$ cat config.mk
export PLATFORM = sky130hd
export DESIGN_NAME = fp_pre_processing
export DESIGN_NICKNAME = d
export VERILOG_FILES = /design/src/fp_format_pkg.sv /design/src/fp_op_pkg.sv /design/src/fp_add_order.sv /design/src/fp_misc_operands.sv /design/src/fp_operand_classify.sv /design/src/fp_pre_processing.sv /design/src/fp_pre_stage_ctrl.sv
export SDC_FILE = /design/constraint.sdc
export NUM_CORES = 1
export LEC_CHECK = 0
export ABC_AREA = 1
export ABC_CLOCK_PERIOD_IN_PS = 9500
export BUFFER_PORTS_ARGS = -buffer_cell sky130_fd_sc_hd__buf_4
export CORE_MARGIN = 3
export CORE_UTILIZATION = 49
export DETAILED_ROUTE_END_ITERATION = 16
export PLACE_DENSITY = 0.78
export SLEW_MARGIN = 10
export SYNTH_ARGS = -nofsm -noshare
export SYNTH_HDL_FRONTEND = slang
export SYNTH_SLANG_ARGS = --single-unit
$ cat constraint.sdc
create_clock -name clk -period 9.5 [get_ports clk]
set_clock_uncertainty 0.15 [all_clocks]
set_input_delay 0.95 -clock clk [delete_from_list [all_inputs] [get_ports clk]]
set_output_delay 0.95 -clock clk [all_outputs]
set_load 0.02 [all_outputs]
$ cat src/fp_format_pkg.sv
/*
 * Single-precision format definitions shared by the pre-processing stage.
 * Field widths, class flag positions and the operand word type.
 */
package fp_format_pkg;

    localparam int FLEN       = 32;
    localparam int EXPO_WIDTH = 8;
    localparam int FRAC_WIDTH = 23;
    localparam int BIAS       = 127;

    // Quiet NaN, positive sign, top fraction bit set
    localparam logic [FLEN-1:0] CANONICAL_NAN =
        {1'b0, {EXPO_WIDTH{1'b1}}, 1'b1, {(FRAC_WIDTH-1){1'b0}}};

    ////////////////////
    // Class flag vector
    localparam int CLASS_WIDTH = 4;
    localparam int CLASS_INF   = 3;
    localparam int CLASS_SNAN  = 2;
    localparam int CLASS_QNAN  = 1;
    localparam int CLASS_ZERO  = 0;

    ////////////////////
    // Operand word, read as float fields or as a plain integer
    typedef union packed {
        struct packed {
            logic                  sign;
            logic [EXPO_WIDTH-1:0] expo;
            logic [FRAC_WIDTH-1:0] frac;
        } f;
        logic [FLEN-1:0] word;
    } fp_word_t;

endpackage

$ cat src/fp_op_pkg.sv
/*
 * Operation codes and rounding-mode field encodings for the stage.
 * The rm field selects the sign-injection and min/max variants.
 */
package fp_op_pkg;

    localparam int OP_WIDTH = 3;
    localparam int RM_WIDTH = 3;

    ////////////////////
    // Operation codes
    localparam logic [OP_WIDTH-1:0] OP_ADD    = 3'd0;
    localparam logic [OP_WIDTH-1:0] OP_SUB    = 3'd1;
    localparam logic [OP_WIDTH-1:0] OP_SGNJ   = 3'd2;
    localparam logic [OP_WIDTH-1:0] OP_MINMAX = 3'd3;
    localparam logic [OP_WIDTH-1:0] OP_I2F_S  = 3'd4;
    localparam logic [OP_WIDTH-1:0] OP_I2F_U  = 3'd5;

    ////////////////////
    // Sign injection, held in rm[1:0]
    localparam logic [1:0] SGNJ_J  = 2'b00;
    localparam logic [1:0] SGNJ_JN = 2'b01;
    localparam logic [1:0] SGNJ_JX = 2'b10;

    // Min/max, rm bit set selects max
    localparam int MINMAX_MAX_BIT = 0;

endpackage

$ cat src/fp_add_order.sv
/*
 * Adder operand ordering: puts the larger magnitude first and registers
 * the ordered words, their classes, the exponent gap and effective subtract.
 */
module fp_add_order (
    input  logic                                  clk,
    input  logic                                  i_load,
    input  logic [fp_op_pkg::OP_WIDTH-1:0]        i_op,
    input  fp_format_pkg::fp_word_t               i_rs1,
    input  fp_format_pkg::fp_word_t               i_rs2,
    input  logic [fp_format_pkg::CLASS_WIDTH-1:0] i_rs1_class,
    input  logic [fp_format_pkg::CLASS_WIDTH-1:0] i_rs2_class,
    input  logic                                  i_rs1_subnormal,
    input  logic                                  i_rs2_subnormal,
    output fp_format_pkg::fp_word_t               o_rs1,
    output fp_format_pkg::fp_word_t               o_rs2,
    output logic [fp_format_pkg::CLASS_WIDTH-1:0] o_rs1_class,
    output logic [fp_format_pkg::CLASS_WIDTH-1:0] o_rs2_class,
    output logic                                  o_swap,
    output logic [fp_format_pkg::EXPO_WIDTH-1:0]  o_expo_diff,
    output logic                                  o_eff_sub
);

    localparam int EW = fp_format_pkg::EXPO_WIDTH;
    localparam int FW = fp_format_pkg::FRAC_WIDTH;

    logic [EW-1:0] rs1_expo;
    logic [EW-1:0] rs2_expo;
    logic [EW+FW:0] rs1_mag;
    logic [EW+FW:0] rs2_mag;
    logic          swap;
    logic [EW-1:0] expo_diff;
    logic          eff_sub;

    // Subnormals sit at exponent 1 without the hidden bit
    assign rs1_expo = i_rs1_subnormal ? EW'(1) : i_rs1.f.expo;
    assign rs2_expo = i_rs2_subnormal ? EW'(1) : i_rs2.f.expo;

    // Effective exponent, hidden bit, fraction
    assign rs1_mag = {rs1_expo, ~i_rs1_subnormal, i_rs1.f.frac};
    assign rs2_mag = {rs2_expo, ~i_rs2_subnormal, i_rs2.f.frac};

    assign swap      = rs2_mag > rs1_mag;
    assign expo_diff = swap ? (rs2_expo - rs1_expo) : (rs1_expo - rs2_expo);

    // Sign mismatch subtracts, OP_SUB flips it
    assign eff_sub = i_rs1.f.sign ^ i_rs2.f.sign ^ (i_op == fp_op_pkg::OP_SUB);

    always_ff @(posedge clk) begin
        if (i_load) begin
            o_rs1       <= swap ? i_rs2 : i_rs1;
            o_rs2       <= swap ? i_rs1 : i_rs2;
            o_rs1_class <= swap ? i_rs2_class : i_rs1_class;
            o_rs2_class <= swap ? i_rs1_class : i_rs2_class;
            o_swap      <= swap;
            o_expo_diff <= expo_diff;
            o_eff_sub   <= eff_sub;
        end
    end

endmodule

$ cat src/fp_misc_operands.sv
/*
 * Sign injection, min/max selection and integer-to-float operand prep.
 * Results are computed from the live inputs and captured on the load strobe.
 */
module fp_misc_operands #(
    parameter int XLEN = 32
) (
    input  logic                                  clk,
    input  logic                                  i_load,
    input  logic [fp_op_pkg::OP_WIDTH-1:0]        i_op,
    input  logic [fp_op_pkg::RM_WIDTH-1:0]        i_rm,
    input  fp_format_pkg::fp_word_t               i_rs1,
    input  fp_format_pkg::fp_word_t               i_rs2,
    input  logic [fp_format_pkg::CLASS_WIDTH-1:0] i_rs1_class,
    input  logic [fp_format_pkg::CLASS_WIDTH-1:0] i_rs2_class,
    output fp_format_pkg::fp_word_t               o_result,
    output logic                                  o_invalid,
    output logic [XLEN-1:0]                       o_int_abs,
    output logic                                  o_int_sign,
    output logic                                  o_int_zero
);

    localparam int FLEN = fp_format_pkg::FLEN;

    logic                    sgnj_sign;
    logic                    rs1_nan;
    logic                    rs2_nan;
    logic                    rs1_snan;
    logic                    rs2_snan;
    logic                    rs1_less;
    logic                    take_rs2;
    fp_format_pkg::fp_word_t result;
    logic                    invalid;
    logic [XLEN-1:0]         int_src;
    logic [XLEN-1:0]         int_abs;
    logic                    int_sign;

    ////////////////////
    // Sign injection
    always_comb begin
        case (i_rm[1:0])
            fp_op_pkg::SGNJ_JN: sgnj_sign = ~i_rs2.f.sign;
            fp_op_pkg::SGNJ_JX: sgnj_sign = i_rs1.f.sign ^ i_rs2.f.sign;
            // SGNJ_J and the unused encoding
            default:            sgnj_sign = i_rs2.f.sign;
        endcase
    end

    ////////////////////
    // Min/max
    assign rs1_snan = i_rs1_class[fp_format_pkg::CLASS_SNAN];
    assign rs2_snan = i_rs2_class[fp_format_pkg::CLASS_SNAN];
    assign rs1_nan  = rs1_snan | i_rs1_class[fp_format_pkg::CLASS_QNAN];
    assign rs2_nan  = rs2_snan | i_rs2_class[fp_format_pkg::CLASS_QNAN];

    // Ordering on sign and magnitude, -0 falls below +0
    always_comb begin
        if (i_rs1.f.sign != i_rs2.f.sign) begin
            rs1_less = i_rs1.f.sign;
        end else if (i_rs1.f.sign) begin
            rs1_less = i_rs2.word[FLEN-2:0] < i_rs1.word[FLEN-2:0];
        end else begin
            rs1_less = i_rs1.word[FLEN-2:0] < i_rs2.word[FLEN-2:0];
        end
    end

    assign take_rs2 = i_rm[fp_op_pkg::MINMAX_MAX_BIT] ? rs1_less : ~rs1_less;

    always_comb begin
        result  = '0;
        invalid = 1'b0;
        case (i_op)
            fp_op_pkg::OP_SGNJ: begin
                result        = i_rs1;
                result.f.sign = sgnj_sign;
            end
            fp_op_pkg::OP_MINMAX: begin
                invalid = rs1_snan | rs2_snan;
                if (rs1_nan && rs2_nan) begin
                    result.word = fp_format_pkg::CANONICAL_NAN;
                end else if (rs1_nan || (!rs2_nan && take_rs2)) begin
                    result = i_rs2;
                end else begin
                    result = i_rs1;
                end
            end
            default: begin
            end
        endcase
    end

    ////////////////////
    // Integer source, low XLEN bits of rs1
    assign int_src  = i_rs1.word[XLEN-1:0];
    assign int_sign = (i_op == fp_op_pkg::OP_I2F_S) & int_src[XLEN-1];
    assign int_abs  = int_sign ? (~int_src + XLEN'(1)) : int_src;

    always_ff @(posedge clk) begin
        if (i_load) begin
            o_result   <= result;
            o_invalid  <= invalid;
            o_int_abs  <= int_abs;
            o_int_sign <= int_sign;
            o_int_zero <= ~|int_src;
        end
    end

    // Min/max never hands out a signalling NaN
    a_minmax_quiet: assert property (
        @(posedge clk)
        (i_load && i_op == fp_op_pkg::OP_MINMAX) |=>
            !(&o_result.f.expo && |o_result.f.frac
              && !o_result.f.frac[fp_format_pkg::FRAC_WIDTH-1])
    );

endmodule

$ cat src/fp_operand_classify.sv
/*
 * Special-case and subnormal detection for one single-precision operand.
 * Purely combinational; one instance per source operand.
 */
module fp_operand_classify (
    input  fp_format_pkg::fp_word_t                 i_rs,
    output logic [fp_format_pkg::CLASS_WIDTH-1:0]   o_class,
    output logic                                    o_subnormal
);

    logic expo_ones;
    logic expo_zero;
    logic frac_zero;
    logic frac_msb;

    assign expo_ones = &i_rs.f.expo;
    assign expo_zero = ~|i_rs.f.expo;
    assign frac_zero = ~|i_rs.f.frac;

    // Quiet bit of a NaN
    assign frac_msb = i_rs.f.frac[fp_format_pkg::FRAC_WIDTH-1];

    always_comb begin
        o_class = '0;
        o_class[fp_format_pkg::CLASS_INF]  = expo_ones & frac_zero;
        o_class[fp_format_pkg::CLASS_SNAN] = expo_ones & ~frac_zero & ~frac_msb;
        o_class[fp_format_pkg::CLASS_QNAN] = expo_ones & frac_msb;
        o_class[fp_format_pkg::CLASS_ZERO] = expo_zero & frac_zero;
    end

    // Zero exponent with something in the fraction
    assign o_subnormal = expo_zero & ~frac_zero;

endmodule

$ cat src/fp_pre_processing.sv
/*
 * Floating-point operand pre-processing stage, single precision.
 * One op per valid/ready transfer, registered result packet one cycle later.
 */
module fp_pre_processing #(
    parameter int XLEN = 32
) (
    input  logic                                  clk,
    input  logic                                  i_rst,
    input  logic                                  i_valid,
    output logic                                  o_ready,
    input  logic [fp_op_pkg::OP_WIDTH-1:0]        i_op,
    input  logic [fp_op_pkg::RM_WIDTH-1:0]        i_rm,
    input  fp_format_pkg::fp_word_t               i_rs1,
    input  fp_format_pkg::fp_word_t               i_rs2,
    output logic                                  o_valid,
    input  logic                                  i_ready,
    output logic [fp_op_pkg::OP_WIDTH-1:0]        o_op,
    output fp_format_pkg::fp_word_t               o_rs1,
    output fp_format_pkg::fp_word_t               o_rs2,
    output logic [fp_format_pkg::CLASS_WIDTH-1:0] o_rs1_class,
    output logic [fp_format_pkg::CLASS_WIDTH-1:0] o_rs2_class,
    output logic                                  o_swap,
    output logic [fp_format_pkg::EXPO_WIDTH-1:0]  o_expo_diff,
    output logic                                  o_eff_sub,
    output fp_format_pkg::fp_word_t               o_result,
    output logic                                  o_invalid,
    output logic [XLEN-1:0]                       o_int_abs,
    output logic                                  o_int_sign,
    output logic                                  o_int_zero
);

    logic                                  load;
    logic [fp_format_pkg::CLASS_WIDTH-1:0] rs1_class;
    logic [fp_format_pkg::CLASS_WIDTH-1:0] rs2_class;
    logic                                  rs1_subnormal;
    logic                                  rs2_subnormal;

    ////////////////////
    // Control
    fp_pre_stage_ctrl u_ctrl (
        .clk     (clk),
        .i_rst   (i_rst),
        .i_valid (i_valid),
        .i_ready (i_ready),
        .i_op    (i_op),
        .o_ready (o_ready),
        .o_load  (load),
        .o_valid (o_valid),
        .o_op    (o_op)
    );

    ////////////////////
    // Classification
    fp_operand_classify u_rs1_classify (
        .i_rs        (i_rs1),
        .o_class     (rs1_class),
        .o_subnormal (rs1_subnormal)
    );

    fp_operand_classify u_rs2_classify (
        .i_rs        (i_rs2),
        .o_class     (rs2_class),
        .o_subnormal (rs2_subnormal)
    );

    ////////////////////
    // Datapath
    fp_add_order u_add_order (
        .clk             (clk),
        .i_load          (load),
        .i_op            (i_op),
        .i_rs1           (i_rs1),
        .i_rs2           (i_rs2),
        .i_rs1_class     (rs1_class),
        .i_rs2_class     (rs2_class),
        .i_rs1_subnormal (rs1_subnormal),
        .i_rs2_subnormal (rs2_subnormal),
        .o_rs1           (o_rs1),
        .o_rs2           (o_rs2),
        .o_rs1_class     (o_rs1_class),
        .o_rs2_class     (o_rs2_class),
        .o_swap          (o_swap),
        .o_expo_diff     (o_expo_diff),
        .o_eff_sub       (o_eff_sub)
    );

    fp_misc_operands #(
        .XLEN (XLEN)
    ) u_misc_operands (
        .clk         (clk),
        .i_load      (load),
        .i_op        (i_op),
        .i_rm        (i_rm),
        .i_rs1       (i_rs1),
        .i_rs2       (i_rs2),
        .i_rs1_class (rs1_class),
        .i_rs2_class (rs2_class),
        .o_result    (o_result),
        .o_invalid   (o_invalid),
        .o_int_abs   (o_int_abs),
        .o_int_sign  (o_int_sign),
        .o_int_zero  (o_int_zero)
    );

endmodule

$ cat src/fp_pre_stage_ctrl.sv
/*
 * Handshake control for the single register stage.
 * Holds the valid bit, forms ready and the load strobe, keeps the op code.
 */
module fp_pre_stage_ctrl (
    input  logic                          clk,
    input  logic                          i_rst,
    input  logic                          i_valid,
    input  logic                          i_ready,
    input  logic [fp_op_pkg::OP_WIDTH-1:0] i_op,
    output logic                          o_ready,
    output logic                          o_load,
    output logic                          o_valid,
    output logic [fp_op_pkg::OP_WIDTH-1:0] o_op
);

    logic                           stage_valid;
    logic [fp_op_pkg::OP_WIDTH-1:0] op_q;

    // Accept when empty or when the held result leaves this cycle
    assign o_ready = ~stage_valid | i_ready;
    assign o_load  = i_valid & o_ready;

    always_ff @(posedge clk) begin
        if (i_rst) begin
            stage_valid <= 1'b0;
        end else if (o_ready) begin
            stage_valid <= i_valid;
        end
    end

    always_ff @(posedge clk) begin
        if (o_load) begin
            op_q <= i_op;
        end
    end

    assign o_valid = stage_valid;
    assign o_op    = op_q;

    ////////////////////
    // Handshake checks

    // Held packet may not change while the consumer stalls
    a_op_hold: assert property (
        @(posedge clk) disable iff (i_rst)
        (o_valid && !i_ready) |=> $stable(o_op)
    );

    // A stalled result stays valid until the consumer takes it
    a_valid_hold: assert property (
        @(posedge clk) disable iff (i_rst)
        (o_valid && !i_ready) |=> o_valid
    );

endmodule

==> load_flow_metrics.sql, run 1 <==
INSERT INTO impl_metrics (metric_group, metric, value, unit) VALUES
('die', 'die_span_in_y', '143', 'um'),
('setup_path', 'crit_arrival', '5080', 'ps'),
('place', 'detailed_place.area', '11000', 'um^2'),
('hold_path', 'hold-path-cell-count', '2', ''),
('place', 'place.detailed.hpwl', '19200', 'um'),
('logic_synthesis', 'synth_enable_flop_cells', '152', ''),
('logic_synthesis', 'avgSynthCellArea', '8.85', 'um^2'),
('layout', 'share_of_post_route_cells_with_drive_strength_above_1', '23.9', '%'),
('logic_synthesis', 'synthTopCellsByArea', 'sky130_fd_sc_hd__edfxtp_1 50%, sky130_fd_sc_hd__nand2_1 12%, sky130_fd_sc_hd__ha_1 6.9%', ''),
('route', 'routed_via_count_divided_by_cell_count', '5.46', ''),
('logic_synthesis', 'syn-num-nets', '1169', ''),
('die', 'initial_utilization', '50.6', '%'),
('layout', 'multi_input_area', '3920', 'um^2'),
('logic_synthesis', 'post_syn_area', '9220', 'um^2'),
('die', 'die_area', '20500', 'um^2'),
('logic_synthesis', 'synth-async-reset-ratio', '0', '%'),
('route', 'drt-wirelength-per-cell', '18.1', 'um'),
('cts', 'clock_tree_from_tritoncts', 'yes', ''),
('hold_path', 'hold_path_class', 'register to register', ''),
('logic_synthesis', 'yosysWarningCount', '0', ''),
('sta', 'slew-limit-headroom', '26.2', '%'),
('logic_synthesis', 'yosys.cell_count.top_type', 'sky130_fd_sc_hd__nand2_1', ''),
('run', 'maxCapViolations', '0', ''),
('sta', 'number_of_hold_violations_in_the_final_report', '0', ''),
('layout', 'final_design_area_no_fill', '11600', 'um^2'),
('power', 'worst_ir_drop_vdd', '0.127', 'mV'),
('cts', 'cts-hold-fix-buffers', '0', ''),
('route', 'drt_wl_total', '26800', 'um'),
('place', 'gp_routability_congestion', '0.926', ''),
('cts', 'worst_skew_pair.late_latency', '420', 'ps'),
('sta', 'transition_at_the_pin_with_the_smallest_max_transition_slack', '1100', 'ps'),
('sta', 'unrepaired_setup_endpoints_after_global_routing', 'false', ''),
('cts', 'cts_buffers', '17', ''),
('setup_path', 'worst_ep_required_time', '9490', 'ps'),
('logic_synthesis', 'post_synth_most_frequent_cells', '292 x sky130_fd_sc_hd__nand2_1, 152 x sky130_fd_sc_hd__edfxtp_1, 118 x sky130_fd_sc_hd__inv_1', ''),
('layout', 'fill_cell_instance_count_of_the_final_layout', '1503', ''),
('route', 'routed-via-count', '8084', ''),
('logic_synthesis', 'netlist.top_cell.by_area', 'sky130_fd_sc_hd__edfxtp_1', ''),
('power', 'power_density', '173', 'nW/um^2'),
('global_routing', 'pin_count_of_the_biggest_net_entering_global_routing', '81', ''),
('layout', 'regArea', '4580', 'um^2'),
('place', 'io_buffers', '226', ''),
('route', 'postRouteAntennaNets', '0', ''),
('logic_synthesis', 'synth_largest_type_area_fraction', '49.5', '%'),
('die', 'placeableCoreArea', '18200', 'um^2'),
('layout', 'synth_to_final_area_change', '26.1', '%'),
('logic_synthesis', 'seq_area_frac_synth', '49.7', '%'),
('run_status', 'run_status', 'complete, no violations', ''),
('route', 'route.detailed.drc', '0', ''),
('global_routing', 'grt_pass1_vias', '7658', ''),
('global_routing', 'grt_usage', '25.8', '%'),
('layout', 'num_antenna_cells', '0', ''),
('die', 'fp-row-count', '49', ''),
('setup_path', 'worst_r2r_path_depth', '3', ''),
('logic_synthesis', 'netlist-cell-type-count', '46', ''),
('logic_synthesis', 'cell_count_after_synthesis', '1042', ''),
('layout', 'num-nets-final', '1366', ''),
('die', 'die-width', '143', 'um'),
('cts', 'clock_tree.htree_level_count', '4', ''),
('cts', 'clkSlewWorstSetupHoldPaths', '60', 'ps'),
('setup_path', 'critical_path_peak_fanout', '80', ''),
('logic_synthesis', 'synth_seq_cells', '153', ''),
('global_routing', 'grt_overflow', '0', ''),
('setup_path', 'setup.worst_path.start_class', 'input port', ''),
('cts', 'total_setup_buffers_inserted_after_cts', '0', ''),
('cts', 'cts_root_buffer', 'sky130_fd_sc_hd__clkbuf_16', ''),
('setup_path', 'timing.critical_path.to_type', 'register', ''),
('sta', 'fmaxAchievable', '0.197', 'GHz'),
('die', 'io-pin-count', '228', ''),
('route', 'drt_first_pass_iters', '5', ''),
('global_routing', 'first_pass_grt_wire_length', '40800', 'um');
[worst max-delay path, cell delays in order]
cell and delay [ps]:
sky130_fd_sc_hd__buf_4 130, sky130_fd_sc_hd__inv_1 120, sky130_fd_sc_hd__ha_1 200, sky130_fd_sc_hd__nand3_2 130, sky130_fd_sc_hd__nor2_2 200, sky130_fd_sc_hd__inv_2 70
sky130_fd_sc_hd__nor2_1 220, sky130_fd_sc_hd__nand3_1 220, sky130_fd_sc_hd__nand2_1 100, sky130_fd_sc_hd__inv_1 60, sky130_fd_sc_hd__nor2_1 250, sky130_fd_sc_hd__ha_1 180
sky130_fd_sc_hd__inv_1 60, sky130_fd_sc_hd__nor4_2 370, sky130_fd_sc_hd__inv_1 70, sky130_fd_sc_hd__nor2_1 170, sky130_fd_sc_hd__nand2_1 120, sky130_fd_sc_hd__nand2_4 540
sky130_fd_sc_hd__buf_4 660, sky130_fd_sc_hd__o21ai_0 210
[area by class of cell]
class | instances | area share (%)
repair buffers | 232 | 15.0
clock inverters | 11 | 1.49
multi-input cells | 709 | 33.7
inverters | 126 | 4.07
well taps | 229 | 2.47
clock buffers | 21 | 3.88
flip-flops and latches | 153 | 39.4
[power breakdown]
group	internal, uW	leakage (uW)	total [uW]	switching, uW
clock	447	0.000289	726	279
combinational	160	0.00352	449	289
sequential	819	0.00150	838	18.5
[sequential cells by signal, summed over array words and instances (netlist names), 3 cells and up]
signal	count
u_add_order.o_expo_diff	8
u_add_order.o_rs1	32
u_add_order.o_rs1_class	4
u_add_order.o_rs2	32
u_add_order.o_rs2_class	4
u_ctrl.o_op	3
u_misc_operands.o_int_abs	32
u_misc_operands.o_result	32
[worst paths after layout]
path              slack [ps]                     to           start
setup reg to reg        6670  u_add_order.o_rs1[31]  u_ctrl.o_valid
setup / recovery        4410  u_add_order.o_rs2[12]        i_rs1[0]
hold reg to reg          410         u_ctrl.o_valid  u_ctrl.o_valid
hold / removal           410         u_ctrl.o_valid  u_ctrl.o_valid
[per-layer routing]
metal	global-route usage (%)	share of wire, %	vias up
li1	-	-	3866
met1	34.6	40	3691
met2	41.2	46	470
met3	5.32	10	57
met4	10.3	3.2	0
met5	0	0	-
[cells by family after synthesis]
logic type	share of synthesized area [%]
buffers and inverters	8.03
AND/OR/NAND/NOR	22.8
XOR/XNOR	3.99
adder cells (fa/ha/maj)	7.36
AO/OA/AOI/OAI	8.06
flip-flops	49.7
[layout by cell type, fill, tap and decap left out, types with 4 or more instances in the layout]
master / netlist / routed
sky130_fd_sc_hd__nand2_1: 292 / 292
sky130_fd_sc_hd__buf_4: 6 / 232
sky130_fd_sc_hd__edfxtp_1: 152 / 152
sky130_fd_sc_hd__inv_1: 118 / 118
sky130_fd_sc_hd__nand3_1: 86 / 86
sky130_fd_sc_hd__o21ai_0: 62 / 62
sky130_fd_sc_hd__ha_1: 51 / 51
sky130_fd_sc_hd__nor2_1: 44 / 44
sky130_fd_sc_hd__xor2_1: 37 / 37
sky130_fd_sc_hd__a21oi_1: 34 / 33
sky130_fd_sc_hd__o21ai_1: 24 / 24
sky130_fd_sc_hd__clkbuf_16: 0 / 17
sky130_fd_sc_hd__nand4_1: 10 / 10
sky130_fd_sc_hd__nor3_1: 10 / 9
sky130_fd_sc_hd__nor4_1: 7 / 7
sky130_fd_sc_hd__inv_2: 7 / 7
sky130_fd_sc_hd__nor2_2: 6 / 6
sky130_fd_sc_hd__xnor2_1: 5 / 5
sky130_fd_sc_hd__nand3_2: 4 / 4
sky130_fd_sc_hd__nor3_2: 3 / 4
sky130_fd_sc_hd__clkinvlp_4: 0 / 4
sky130_fd_sc_hd__bufinv_16: 0 / 4
[metrics by stage]
| stage | power, uW | std cells | hold WS, ps | setup slack [ps] |
|---|---|---|---|---|
| floorplan | 1130 | 1042 | 555 | 335 |
| detailed placement | 1300 | 1449 | 400 | 3960 |
| CTS | 2020 | 1481 | 410 | 4440 |
| global placement | 1290 | 1449 | 369 | 4110 |
| finish | 2010 | 1481 | 406 | 4410 |
| global route | 2090 | 1481 | 447 | 4160 |
No activity file was read; power rests on OpenSTA's default activity.
==> run 2, diff against run 1 <==
- ABC_CLOCK_PERIOD_IN_PS: 9500 -> 4950
- CORE_UTILIZATION: 49 -> 54
- PLACE_DENSITY: 0.78 -> 0.82
- clock period: 9.5 -> 4.95 ns (I/O delays scaled with it)
==> load_flow_metrics.sql, run 2 (same netlist as run 1, synthesis figures left out) <==
INSERT INTO impl_metrics (metric_group, metric, value, unit) VALUES
('cts', 'cts-hold-fix-buffers', '0', ''),
('die', 'fp-row-count', '47', ''),
('layout', 'layout.cells.most_common', 'sky130_fd_sc_hd__nand2_1', ''),
('global_routing', 'pin_count_of_the_biggest_net_entering_global_routing', '153', ''),
('place', 'detailed_place.area', '11000', 'um^2'),
('layout', 'regArea', '4580', 'um^2'),
('power', 'p_leak', '0.00532', 'uW'),
('layout', 'final_design_area_no_fill', '11600', 'um^2'),
('route', 'drt-wirelength-per-cell', '17.8', 'um'),
('route', 'route.detailed.drc', '0', ''),
('run', 'maxCapViolations', '0', ''),
('setup_path', 'cpMaxStageDelayCell', 'sky130_fd_sc_hd__buf_4', ''),
('setup_path', 'crit_type', 'input port to register', ''),
('place', 'gp_routability_congestion', '0.926', ''),
('cts', 'cts.sink_count', '153', ''),
('route', 'routed_via_count_divided_by_cell_count', '5.53', ''),
('cts', 'clock_tree_from_tritoncts', 'yes', ''),
('cts', 'clkSlewWorstSetupHoldPaths', '70', 'ps'),
('die', 'die-width', '137', 'um'),
('setup_path', 'critical_path_peak_fanout', '48', ''),
('global_routing', 'number_of_antenna_violations_at_the_first_check_in_global_routing', '0', ''),
('layout', 'multi_input_area', '3920', 'um^2'),
('place', 'placedCellCount', '1444', ''),
('route', 'detailedRoute.firstIterationViolations', '897', ''),
('cts', 'ctsLongestPathBuffers', '2', ''),
('sta', 'final_count_of_negative_setup_slack_endpoints', '0', ''),
('place', 'pre_cts_ws', '659', 'ps'),
('cts', 'total_setup_buffers_inserted_after_cts', '0', ''),
('layout', 'layout_common_cells', '292 x sky130_fd_sc_hd__nand2_1, 235 x sky130_fd_sc_hd__buf_4, 152 x sky130_fd_sc_hd__edfxtp_1', ''),
('hold_path', 'hold_path_class', 'input port to register', ''),
('cts', 'cts_buffers', '17', ''),
('power', 'power_density', '328', 'nW/um^2'),
('cts', 'cts_repair_resize_count', '0', ''),
('layout', 'fill_cell_instance_count_of_the_final_layout', '1288', ''),
('setup_path', 'setup.worst_path.start_class', 'input port', ''),
('sta', 'layout_setup_ws', '993', 'ps'),
('sta', 'unrepaired_setup_endpoints_after_global_routing', 'false', ''),
('setup_path', 'worst_ep_required_time', '4970', 'ps'),
('sta', 'min_period_over_period', '79.9', '%'),
('route', 'drt_wl_total', '26300', 'um'),
('setup_path', 'crit_arrival', '3980', 'ps'),
('sta', 'drv_slew', '0', ''),
('die', 'die_area', '18700', 'um^2'),
('place', 'io_buffers', '226', ''),
('setup_path', 'critical_path.cell_chain', 'buf_4 -> inv_1 -> ha_1 -> nand3_2 -> nor2_2 -> inv_2 -> nor2_1 -> nand3_1 -> nand2_1 -> inv_1 -> nor2_1 -> ha_1 -> inv_1 -> nor4_2 -> inv_1 -> nor2_1 -> nand2_1 -> nand2_4 -> buf_4 -> o21ai_0', ''),
('layout', 'num_antenna_cells', '0', ''),
('cts', 'cts_root_buffer', 'sky130_fd_sc_hd__clkbuf_16', ''),
('route', 'routed-via-count', '8163', ''),
('setup_path', 'timing.critical_path.to_type', 'register', ''),
('power', 'worst_ir_drop_vdd', '0.274', 'mV'),
('place', 'place.detailed.hpwl', '18800', 'um'),
('cts', 'worst_skew_pair.late_latency', '430', 'ps'),
('sta', 'transition_at_the_pin_with_the_smallest_max_transition_slack', '1030', 'ps'),
('die', 'placeableCoreArea', '16600', 'um^2'),
('setup_path', 'slowest_delay', '420', 'ps'),
('global_routing', 'grt_usage', '27.9', '%'),
('global_routing', 'grt_pass1_vias', '7576', ''),
('layout', 'final-instance-count-excl-fill', '1476', ''),
('run_status', 'run_status', 'complete, no violations', ''),
('sta', 'number_of_hold_violations_in_the_final_report', '0', ''),
('cts', 'clock_tree.htree_level_count', '4', ''),
('die', 'die_span_in_y', '137', 'um'),
('sta', 'slew-limit-headroom', '30.7', '%'),
('die', 'io-pin-count', '228', ''),
('die', 'initial_utilization', '55.4', '%'),
('route', 'postRouteAntennaNets', '0', ''),
('sta', 'finalSetupTns', '0', 'ps'),
('layout', 'num-nets-final', '1370', ''),
('layout', 'share_of_post_route_cells_with_drive_strength_above_1', '24.1', '%'),
('sta', 'minimum_clock_period', '3960', 'ps'),
('setup_path', 'cell_occurring_most_often_along_the_worst_timing_path', 'sky130_fd_sc_hd__inv_1', ''),
('global_routing', 'first_pass_grt_wire_length', '40100', 'um'),
('layout', 'synth_to_final_area_change', '26.2', '%'),
('sta', 'fmaxAchievable', '0.253', 'GHz'),
('route', 'drt_first_pass_iters', '6', ''),
('global_routing', 'grt_overflow', '0', '');
run 2: area by class of cell:
cell class,count,area share [%]
clock buffer,18,3.69
tap,220,2.37
clock inverter,14,1.47
multi-input combinational,709,33.7
inverter,126,4.07
timing repair buffer,236,15.3
sequential,153,39.4
run 2: where the power goes:
part / leakage, uW / internal, uW / total [uW] / switching (uW)
Clock: 0.000284 / 796 / 1340 / 545
Sequential: 0.00150 / 1570 / 1610 / 35.2
Combinational: 0.00354 / 311 / 868 / 557
run 2: path summary, 6_finish.rpt:
path / from / end / slack (ps) / depth (start not counted)
setup / recovery: i_rs1[0] / u_add_order.o_rs2[3] / 990 / 20
hold / removal: i_rst / u_ctrl.o_valid / 60 / 2
hold reg to reg: u_ctrl.o_valid / u_ctrl.o_valid / 400 / 2
setup reg to reg: u_ctrl.o_valid / u_misc_operands.o_int_abs[8] / 3190 / 2
run 2: critical path, delay by kind of cell:
kind / cells / cell delay (ps)
buf+inv: 7 / 920
compound gates: 1 / 160
simple gates: 10 / 2010
fa+ha+maj: 2 / 370
run 2: metrics by stage:
stage	util (%)	hold WS (ps)	power, uW
2_1_floorplan	-	414	2160
3_3_place_gp	66.3	374	2480
3_5_place_dp	66.3	389	2490
4_1_cts	69.9	57.9	3820
5_1_grt	69.9	57.9	3970
6_report	69.9	56.4	3820
run 2: per-layer routing:
layer,global-route usage (%),part of all wire [%],wire length (um)
met3,5.63,9.7,2560
met5,0,0.16,42
met4,9.80,2.3,615
met2,44.2,47,12300
met1,38.4,41,10800
